File: config.mk
export PLATFORM = sky130hd
export DESIGN_NAME = fm_synth
export DESIGN_NICKNAME = d
export VERILOG_FILES = /design/src/logic/fm_pkg.sv /design/src/logic/voice_cfg_if.sv /design/src/logic/voice_out_if.sv /design/src/logic/fm_mixer.sv /design/src/logic/fm_reg_file.sv /design/src/logic/fm_synth.sv /design/src/logic/fm_voice.sv
export SDC_FILE = /design/constraint.sdc
export NUM_CORES = 1
export LEC_CHECK = 0
export BUFFER_PORTS_ARGS = -buffer_cell sky130_fd_sc_hd__clkbuf_2
export CORE_MARGIN = 10
export CORE_UTILIZATION = 50
export CTS_CLUSTER_DIAMETER = 200
export DETAILED_ROUTE_END_ITERATION = 10
export PLACE_DENSITY = 0.66
export SYNTH_ARGS = -nofsm -noshare
export SYNTH_HDL_FRONTEND = slang
export SYNTH_SLANG_ARGS = --single-unit
export TNS_END_PERCENT = 20
File: constraint.sdc
create_clock -name clk -period 10.3 [get_ports clk]
set_input_delay 1.03 -clock clk [delete_from_list [all_inputs] [get_ports clk]]
set_output_delay 1.03 -clock clk [all_outputs]
set_load 0.03 [all_outputs]
File: src/logic/fm_pkg.sv
package fm_pkg;

    localparam int DATA_WIDTH    = 8;  // wishbone data byte
    localparam int FNUM_WIDTH    = 10; // frequency number
    localparam int FNUM_HI_WIDTH = FNUM_WIDTH - DATA_WIDTH; // fnum bits in key-block reg
    localparam int BLOCK_WIDTH   = 3;  // octave shift
    localparam int PHASE_WIDTH   = 18; // phase accumulator
    localparam int SAMPLE_WIDTH  = 12; // signed voice sample
    localparam int OUT_WIDTH     = 16; // signed mixed sample
    localparam int ATTEN_WIDTH   = 4;  // arithmetic shift amount
    localparam int REG_SEL_WIDTH = 2;  // register within a voice

    // register select codes, code 3 unused
    localparam logic [REG_SEL_WIDTH-1:0] REG_FNUM_LO    = 2'd0;
    localparam logic [REG_SEL_WIDTH-1:0] REG_KEY_BLOCK  = 2'd1;
    localparam logic [REG_SEL_WIDTH-1:0] REG_WAVE_LEVEL = 2'd2;

    typedef enum logic [1:0] {
        WAVE_SQUARE = 2'd0,
        WAVE_SAW    = 2'd1,
        WAVE_TRI    = 2'd2,
        WAVE_OFF    = 2'd3
    } wave_t;

    typedef struct packed {
        logic [1:0]               unused;  // reads back as written
        logic                     key_on;  // bit 5
        logic [BLOCK_WIDTH-1:0]   block;   // bits 4:2
        logic [FNUM_HI_WIDTH-1:0] fnum_hi; // bits 1:0
    } key_block_t;

    typedef struct packed {
        logic                   pan_l; // bit 7
        logic                   pan_r; // bit 6
        wave_t                  wave;  // bits 5:4
        logic [ATTEN_WIDTH-1:0] atten; // bits 3:0
    } wave_level_t;

    // one bus byte, two register layouts
    typedef union packed {
        logic [DATA_WIDTH-1:0] raw;
        key_block_t            kb;
        wave_level_t           wl;
    } reg_word_t;

    // bits of the voice index within the bus address
    function automatic int voice_idx_width(int num_voices);
        return (num_voices > 1) ? $clog2(num_voices) : 1;
    endfunction

    function automatic int adr_width(int num_voices);
        return REG_SEL_WIDTH + voice_idx_width(num_voices);
    endfunction

endpackage

File: src/logic/voice_cfg_if.sv
interface voice_cfg_if;
    import fm_pkg::*;

    logic [FNUM_WIDTH-1:0]  fnum;   // 10-bit frequency number
    logic [BLOCK_WIDTH-1:0] block;  // octave, left shift of fnum
    logic                   key_on; // gates the voice
    wave_t                  wave;
    logic [ATTEN_WIDTH-1:0] atten;  // >>> amount
    logic                   pan_l;
    logic                   pan_r;
    logic                   tick;   // shared sample strobe

    modport source (
        output fnum,
        output block,
        output key_on,
        output wave,
        output atten,
        output pan_l,
        output pan_r,
        output tick
    );

    modport sink (
        input fnum,
        input block,
        input key_on,
        input wave,
        input atten,
        input pan_l,
        input pan_r,
        input tick
    );

endinterface

File: src/logic/voice_out_if.sv
interface voice_out_if;
    import fm_pkg::*;

    logic signed [SAMPLE_WIDTH-1:0] sample; // attenuated waveform
    logic                           valid;  // one cycle after tick
    logic                           pan_l;  // route to left sum
    logic                           pan_r;  // route to right sum

    modport source (
        output sample,
        output valid,
        output pan_l,
        output pan_r
    );

    modport sink (
        input sample,
        input valid,
        input pan_l,
        input pan_r
    );

endinterface

File: src/logic/fm_mixer.sv
module fm_mixer #(
    parameter int NUM_VOICES = 4
) (
    input  logic                               clk,
    input  logic                               rst,
    voice_out_if.sink                          voice_in [NUM_VOICES],
    output logic                               sample_valid,
    output logic signed [fm_pkg::OUT_WIDTH-1:0] sample_l,
    output logic signed [fm_pkg::OUT_WIDTH-1:0] sample_r
);
    import fm_pkg::*;

    logic signed [OUT_WIDTH-1:0] ext    [NUM_VOICES]; // sign-extended samples
    logic        [NUM_VOICES-1:0] vld;
    logic        [NUM_VOICES-1:0] pan_l;
    logic        [NUM_VOICES-1:0] pan_r;
    logic signed [OUT_WIDTH-1:0] sum_l;
    logic signed [OUT_WIDTH-1:0] sum_r;

    for (genvar i = 0; i < NUM_VOICES; i++) begin : g_tap
        assign ext[i]   = {{(OUT_WIDTH - SAMPLE_WIDTH){voice_in[i].sample[SAMPLE_WIDTH-1]}},
                           voice_in[i].sample};
        assign vld[i]   = voice_in[i].valid;
        assign pan_l[i] = voice_in[i].pan_l;
        assign pan_r[i] = voice_in[i].pan_r;
    end

    // 4 x 12 bit fits in 16, no saturation
    always_comb begin
        sum_l = '0;
        sum_r = '0;
        for (int v = 0; v < NUM_VOICES; v++) begin
            if (pan_l[v]) sum_l = sum_l + ext[v];
            if (pan_r[v]) sum_r = sum_r + ext[v];
        end
    end

    always_ff @(posedge clk) begin
        if (rst) begin
            sample_valid <= 1'b0;
            sample_l     <= '0;
            sample_r     <= '0;
        end else begin
            sample_valid <= vld[0]; // voices run in lockstep
            if (vld[0]) begin
                sample_l <= sum_l;
                sample_r <= sum_r;
            end
        end
    end

    voices_in_step: assert property (
        @(posedge clk) disable iff (rst) (vld == '0) || (&vld)
    );

endmodule

File: src/logic/fm_reg_file.sv
module fm_reg_file #(
    parameter int NUM_VOICES = 4,
    parameter int SAMPLE_DIV = 64
) (
    input  logic                                         clk,
    input  logic                                         rst,
    input  logic                                         wb_cyc,
    input  logic                                         wb_stb,
    input  logic                                         wb_we,
    input  logic [fm_pkg::adr_width(NUM_VOICES)-1:0]     wb_adr,
    input  logic [fm_pkg::DATA_WIDTH-1:0]                wb_dat_w,
    output logic [fm_pkg::DATA_WIDTH-1:0]                wb_dat_r,
    output logic                                         wb_ack,
    voice_cfg_if.source                                  cfg [NUM_VOICES]
);
    import fm_pkg::*;

    localparam int VIDX_WIDTH = voice_idx_width(NUM_VOICES);
    localparam int CNT_WIDTH  = (SAMPLE_DIV > 1) ? $clog2(SAMPLE_DIV) : 1;

    logic [VIDX_WIDTH-1:0]    voice_idx;
    logic [REG_SEL_WIDTH-1:0] reg_sel;
    logic                     idx_ok;     // address hits a built voice
    logic                     access;     // first cycle of a bus cycle
    logic [DATA_WIDTH-1:0]    rd_data;
    logic [DATA_WIDTH-1:0]    fnum_lo    [NUM_VOICES];
    reg_word_t                key_block  [NUM_VOICES];
    reg_word_t                wave_level [NUM_VOICES];
    logic [CNT_WIDTH-1:0]     div_cnt;    // clocks within sample period
    logic                     tick;

    assign reg_sel   = wb_adr[REG_SEL_WIDTH-1:0];
    assign voice_idx = wb_adr[REG_SEL_WIDTH +: VIDX_WIDTH];
    assign idx_ok    = int'(voice_idx) < NUM_VOICES;
    assign access    = wb_cyc && wb_stb && !wb_ack; // no second ack while stb held

    always_comb begin
        rd_data = '0; // select 3 and stray voices read zero
        if (idx_ok) begin
            case (reg_sel)
                REG_FNUM_LO:    rd_data = fnum_lo[voice_idx];
                REG_KEY_BLOCK:  rd_data = key_block[voice_idx].raw;
                REG_WAVE_LEVEL: rd_data = wave_level[voice_idx].raw;
                default:        rd_data = '0;
            endcase
        end
    end

    always_ff @(posedge clk) begin
        if (rst) begin
            wb_ack <= 1'b0;
            for (int v = 0; v < NUM_VOICES; v++) begin
                fnum_lo[v]        <= '0;
                key_block[v].raw  <= '0;
                wave_level[v].raw <= '0;
            end
        end else begin
            wb_ack <= access; // single-cycle ack
            if (access && wb_we && idx_ok) begin // write lands with ack
                case (reg_sel)
                    REG_FNUM_LO:    fnum_lo[voice_idx]        <= wb_dat_w;
                    REG_KEY_BLOCK:  key_block[voice_idx].raw  <= wb_dat_w;
                    REG_WAVE_LEVEL: wave_level[voice_idx].raw <= wb_dat_w;
                    default: ; // unused select
                endcase
            end
        end
    end

    always_ff @(posedge clk) begin
        wb_dat_r <= (access && !wb_we) ? rd_data : '0; // valid alongside ack
    end

    // sample period divider, tick on last count
    always_ff @(posedge clk) begin
        if (rst) begin
            div_cnt <= '0;
            tick    <= 1'b0;
        end else begin
            tick <= (div_cnt == CNT_WIDTH'(SAMPLE_DIV - 1));
            if (div_cnt == CNT_WIDTH'(SAMPLE_DIV - 1)) begin
                div_cnt <= '0;
            end else begin
                div_cnt <= div_cnt + 1'b1;
            end
        end
    end

    for (genvar i = 0; i < NUM_VOICES; i++) begin : g_cfg
        assign cfg[i].fnum   = {key_block[i].kb.fnum_hi, fnum_lo[i]};
        assign cfg[i].block  = key_block[i].kb.block;
        assign cfg[i].key_on = key_block[i].kb.key_on;
        assign cfg[i].wave   = wave_level[i].wl.wave;
        assign cfg[i].atten  = wave_level[i].wl.atten;
        assign cfg[i].pan_l  = wave_level[i].wl.pan_l;
        assign cfg[i].pan_r  = wave_level[i].wl.pan_r;
        assign cfg[i].tick   = tick; // same strobe to every voice
    end

    ack_single_cycle: assert property (
        @(posedge clk) disable iff (rst) wb_ack |=> !wb_ack
    );

    tick_single_cycle: assert property (
        @(posedge clk) disable iff (rst) tick |=> !tick
    );

endmodule

File: src/logic/fm_synth.sv
module fm_synth #(
    parameter  int NUM_VOICES = 4,
    parameter  int SAMPLE_DIV = 64,
    localparam int ADR_WIDTH  = fm_pkg::adr_width(NUM_VOICES)
) (
    input  logic                                clk,
    input  logic                                rst,
    input  logic                                wb_cyc,
    input  logic                                wb_stb,
    input  logic                                wb_we,
    input  logic [ADR_WIDTH-1:0]                wb_adr,   // {voice, reg select}
    input  logic [fm_pkg::DATA_WIDTH-1:0]       wb_dat_w,
    output logic [fm_pkg::DATA_WIDTH-1:0]       wb_dat_r,
    output logic                                wb_ack,
    output logic                                sample_valid,
    output logic signed [fm_pkg::OUT_WIDTH-1:0] sample_l,
    output logic signed [fm_pkg::OUT_WIDTH-1:0] sample_r
);

    voice_cfg_if cfg_bus [NUM_VOICES] (); // reg file to voices
    voice_out_if out_bus [NUM_VOICES] (); // voices to mixer

    fm_reg_file #(
        .NUM_VOICES (NUM_VOICES),
        .SAMPLE_DIV (SAMPLE_DIV)
    ) u_reg_file (
        .clk      (clk),
        .rst      (rst),
        .wb_cyc   (wb_cyc),
        .wb_stb   (wb_stb),
        .wb_we    (wb_we),
        .wb_adr   (wb_adr),
        .wb_dat_w (wb_dat_w),
        .wb_dat_r (wb_dat_r),
        .wb_ack   (wb_ack),
        .cfg      (cfg_bus)
    );

    for (genvar i = 0; i < NUM_VOICES; i++) begin : g_voice
        fm_voice u_voice (
            .clk (clk),
            .rst (rst),
            .cfg (cfg_bus[i]),
            .out (out_bus[i])
        );
    end

    fm_mixer #(
        .NUM_VOICES (NUM_VOICES)
    ) u_mixer (
        .clk          (clk),
        .rst          (rst),
        .voice_in     (out_bus),
        .sample_valid (sample_valid), // two cycles after tick
        .sample_l     (sample_l),
        .sample_r     (sample_r)
    );

endmodule

File: src/logic/fm_voice.sv
module fm_voice (
    input  logic       clk,
    input  logic       rst,
    voice_cfg_if.sink  cfg,
    voice_out_if.source out
);
    import fm_pkg::*;

    localparam int MSB = SAMPLE_WIDTH - 1;
    localparam logic signed [SAMPLE_WIDTH-1:0] SQ_HIGH = {1'b0, {MSB{1'b1}}}; // +2047
    localparam logic signed [SAMPLE_WIDTH-1:0] SQ_LOW  = {1'b1, {MSB{1'b0}}}; // -2048

    logic        [PHASE_WIDTH-1:0]  phase;
    logic        [PHASE_WIDTH-1:0]  step;       // fnum << block
    logic        [PHASE_WIDTH-1:0]  phase_next;
    logic        [SAMPLE_WIDTH-1:0] t;          // top bits of new phase
    logic        [SAMPLE_WIDTH-1:0] tri_fold;
    logic signed [SAMPLE_WIDTH-1:0] wave_val;
    logic signed [SAMPLE_WIDTH-1:0] atten_val;

    assign step       = PHASE_WIDTH'(cfg.fnum) << cfg.block; // max 17 bits, no overflow
    assign phase_next = cfg.key_on ? phase + step : '0;      // wraps mod 2^PHASE_WIDTH
    assign t          = phase_next[PHASE_WIDTH-1 -: SAMPLE_WIDTH];

    // double the slope, mirror the upper half
    assign tri_fold = t[MSB] ? ~{t[MSB-1:0], 1'b0} : {t[MSB-1:0], 1'b0};

    always_comb begin
        wave_val = '0; // key-off and WAVE_OFF stay silent
        if (cfg.key_on) begin
            case (cfg.wave)
                WAVE_SQUARE: wave_val = t[MSB] ? SQ_LOW : SQ_HIGH;
                WAVE_SAW:    wave_val = {~t[MSB], t[MSB-1:0]};        // offset binary to signed
                WAVE_TRI:    wave_val = {~tri_fold[MSB], tri_fold[MSB-1:0]};
                default:     wave_val = '0;
            endcase
        end
    end

    assign atten_val = wave_val >>> cfg.atten; // keeps sign

    always_ff @(posedge clk) begin
        if (rst) begin
            phase     <= '0;
            out.valid <= 1'b0;
        end else begin
            out.valid <= cfg.tick;  // one cycle per sample period
            if (cfg.tick) begin
                phase <= phase_next; // zero while keyed off
            end
        end
    end

    always_ff @(posedge clk) begin
        if (cfg.tick) begin
            out.sample <= atten_val;
            out.pan_l  <= cfg.pan_l;
            out.pan_r  <= cfg.pan_r;
        end
    end

    valid_after_tick: assert property (
        @(posedge clk) disable iff (rst) out.valid |-> $past(cfg.tick)
    );

endmodule

==> impl_metrics.env <==
export IMPL_status="finished clean"
export IMPL_hp_class="reg -> reg"
export IMPL_layout_nets=3038
export IMPL_max_slew_worst_pin_slew_ns=1.19
export IMPL_coreArea_sq_um=47900
export IMPL_post_route_period_util=0.599
export IMPL_timing_rr_end="u_mixer.sample_r[14]"
export IMPL_p_per_area_nw_per_um2=106
export IMPL_worstPathArrival_ns=6.58
export IMPL_clock_skew_ns=0.0326
export IMPL_drv_cap=0
export IMPL_avgSynthCellArea_sq_um=8.39
export IMPL_portBuffers=58
export IMPL_synth_seq_cells=274
export IMPL_die_h_microns=241
export IMPL_grt_pass1_wl_mm=115
export IMPL_worstPathRequired_ns=10.71
export IMPL_cpPeakStageDelay_ns=0.56
export IMPL_initial_core_util=0.509
export IMPL_gp_congestion=0.946
export IMPL_fmax_mhz=162
export IMPL_netlist_area_sq_um=24400
export IMPL_critical_path_class="reg -> reg"
export IMPL_drt_total_wl_mm=72.9
export IMPL_hold_viol=0
export IMPL_layout_drive_gt1_share=0.0954
export IMPL_ys_types=110
export IMPL_dp_hpwl_mm=54.5
export IMPL_synthAdderAreaFrac=0.0877
export IMPL_cts_setup_buffers=0
export IMPL_crit_path_end_kind="flop"
export IMPL_grt_start_max_net_pins=72
export IMPL_irDropWorstVdd_uv=105
export IMPL_setup_viol=0
export IMPL_cts_tree="yes"
export IMPL_fin_setup_tns_ns=0
export IMPL_route_vias_total=22600
export IMPL_relSlewSlack=0.197
export IMPL_synth_nets=3090
export IMPL_crit_start="g_voice[0].u_voice.out.pan_r"
export IMPL_cp_start_kind="flop"
export IMPL_crit_fanout=14
export IMPL_cts_resized=0
export IMPL_clockBufferDepth=3
export IMPL_cts_buffers=34
export IMPL_pre_cts_ws_ns=4.23
export IMPL_dominantRegCellSynth="edfxtp_1"
export IMPL_yosysWarnings=0
export IMPL_synth_compound_area_share=0.233
export IMPL_synth_edff_count=152
export IMPL_grt_util_all_layers=0.248
export IMPL_syn2layout_area_growth_pct=6.41
export IMPL_setup_ws_ns=4.13
export IMPL_period_minus_slack_ns=6.17
export IMPL_r2r_start="g_voice[0].u_voice.out.pan_r"
export IMPL_antenna_found_initial=1
export IMPL_ios=59
export IMPL_synth_top_family_by_area="compound AO/OA/AOI/OAI gates"
export IMPL_cp_buffers_inverters=1
export IMPL_maxSlewViolCount=0
export IMPL_num_rows=80
export IMPL_holdPathStages=1
export IMPL_synth_simple_gate_area_frac=0.213
export IMPL_reg2reg_depth=26
export IMPL_fp_dieW_microns=241
export IMPL_worstSkewPairLatency_ns=0.59
export IMPL_nFillCells=4381
export IMPL_drtIter0Drc=2288
export IMPL_vias_per_cell=6.45
export IMPL_hp_start="u_reg_file.wb_ack"
export IMPL_cpMaxStageDelayCell="edfxtp_1"
export IMPL_htreeDepth=2
export IMPL_hold_end="u_reg_file.wb_ack"
export IMPL_clock_sinks=274
export IMPL_wl_per_cell_microns=20.8
export IMPL_path_clk_slew_ns=0.06
export IMPL_cts_root_buf="clkbuf_16"
export IMPL_cp_top_family="compound AO/OA/AOI/OAI gates"
export IMPL_syn_inst=2908
export IMPL_die_area_sq_um=58000
export IMPL_synth_xor_area_frac=0.0377
export IMPL_p_leak_nw=10.6
export IMPL_synth_async_sr_flop_share=0
export IMPL_synth_mux_area_frac=0.0925
export IMPL_ys_seq_area_frac=0.287
export IMPL_antenna_left=0
export IMPL_firstDrtPassIters=6
export IMPL_r2r_slack_ns=4.13
export IMPL_grt_pass1_vias=21300
export IMPL_rsz0062_at_grt="false"
export IMPL_drc=0
export IMPL_overflow=0
export IMPL_cts_hold_buf=0
==> metal layers <==
layer / global-route usage / share of wire
met5: 0 / 0
met3: 0.0334 / 0.064
met4: 0.0924 / 0.035
met1: 0.327 / 0.44
met2: 0.406 / 0.46
==> cells in the final DEF, fill, tap and decap left out, types with 31 or more instances in the layout <==
| cell type | instances |
|---|---|
| a211oi_1 | 75 |
| a21o_1 | 52 |
| a21oi_1 | 193 |
| a22oi_1 | 38 |
| a31oi_1 | 31 |
| and2_1 | 92 |
| and3_1 | 75 |
| clkbuf_16 | 36 |
| clkbuf_2 | 57 |
| dfxtp_1 | 120 |
| edfxtp_1 | 152 |
| ha_1 | 155 |
| inv_1 | 108 |
| mux2_2 | 53 |
| mux2i_1 | 105 |
| nand2_1 | 266 |
| nand2b_1 | 34 |
| nand3_1 | 71 |
| nor2_1 | 307 |
| nor3_1 | 97 |
| o21ai_0 | 122 |
| xnor2_1 | 71 |
| xor2_1 | 34 |
==> area by class of cell <==
class	instances	area (sq um)	share of cell area
Antenna cell	1	2.50	0.0000964
Clock buffer	47	946	0.0364
Clock inverter	15	190	0.00733
Inverter	117	439	0.0169
Multi-Input combinational cell	2358	16200	0.624
Sequential cell	274	7010	0.270
Tap cell	615	769	0.0296
Timing Repair Buffer	71	390	0.0150
==> cells by family after synthesis <==
group / after synthesis
flops: 274
buf+inv: 276
mux: 185
simple gates: 1082
fa+ha+maj: 165
compound gates: 821
xor+xnor: 105
==> report_power, final <==
part	internal [mW]	total, mW	switching (mW)	leakage [nW]
registers	1.17	1.21	0.0415	2.47
logic	0.123	0.329	0.206	7.61
clock network	0.687	1.22	0.530	0.547
total	1.98	2.76	0.778	10.6
==> cell usage after synthesis (75+ instances only) <==
master,number,area share
nor2_1,307,0.047
nand2_1,266,0.041
a21oi_1,193,0.040
ha_1,155,0.079
edfxtp_1,152,0.19
dfxtp_1,122,0.10
o21ai_0,122,0.025
inv_1,109,0.017
clkbuf_1,108,0.017
mux2i_1,105,0.043
nor3_1,97,0.020
and2_1,92,0.024
a211oi_1,75,0.023
and3_1,75,0.019
==> metrics by stage <==
| stage | util | hold slack [ns] | area, sq um | power (mW) | cells |
|---|---|---|---|---|---|
| floorplan | - | 0.418 | 24400 | 1.47 | 2908 |
| global placement | 0.518 | 0.432 | 24800 | 1.55 | 3435 |
| detailed placement | 0.518 | 0.440 | 24800 | 1.56 | 3435 |
| CTS | 0.541 | 0.448 | 26000 | 2.78 | 3497 |
| global route | 0.541 | 0.480 | 26000 | 2.86 | 3497 |
| finish | 0.541 | 0.445 | 26000 | 2.76 | 3498 |
==> sequential cells by signal, summed over array words and instances (netlist names), 4 cells and up <==
name / cells
g_voice.u_voice.phase: 72
u_reg_file.div_cnt: 6
g_voice.u_voice.out.pan_l: 4
u_mixer.sample_l: 16
u_reg_file.fnum_lo: 32
u_reg_file.wb_dat_r: 8
g_voice.u_voice.out.pan_r: 4
u_mixer.sample_r: 16
g_voice.u_voice.out.sample: 48
u_reg_file.key_block: 32
u_reg_file.wave_level: 32
==> worst register-to-register path, stage by stage (launching register included) <==
cell and delay, ns:
edfxtp_1 0.56, nand2_1 0.19, inv_1 0.06, ha_1 0.26, a21o_1 0.18, a21oi_1 0.21, o21ai_0 0.13, a21oi_1 0.28
o21ai_0 0.15, o211a_1 0.18, o311ai_0 0.54, nor2b_1 0.24, xnor2_1 0.08, nand2_1 0.06, o21ai_0 0.09, ha_1 0.39
and3_1 0.19, nor3_1 0.05, or4_1 0.46, ha_1 0.26, or3_1 0.39, a211oi_1 0.28, o41ai_1 0.13, a21oi_1 0.18
xnor2_1 0.08, a221oi_1 0.29, nor3_1 0.08
==> how the worst max path moves through the flow <==
stage | to | slack, ns | cells past startpoint
global placement | u_mixer.sample_r[14] | 4.44 | 25
finish | u_mixer.sample_r[14] | 4.13 | 26
global route | u_mixer.sample_l[15] | 3.52 | 28
CTS | u_mixer.sample_r[14] | 4.21 | 26
detailed placement | u_mixer.sample_r[14] | 4.23 | 26
floorplan | u_mixer.sample_r[14] | 4.81 | 26
Power figures use the tool's default switching activity.
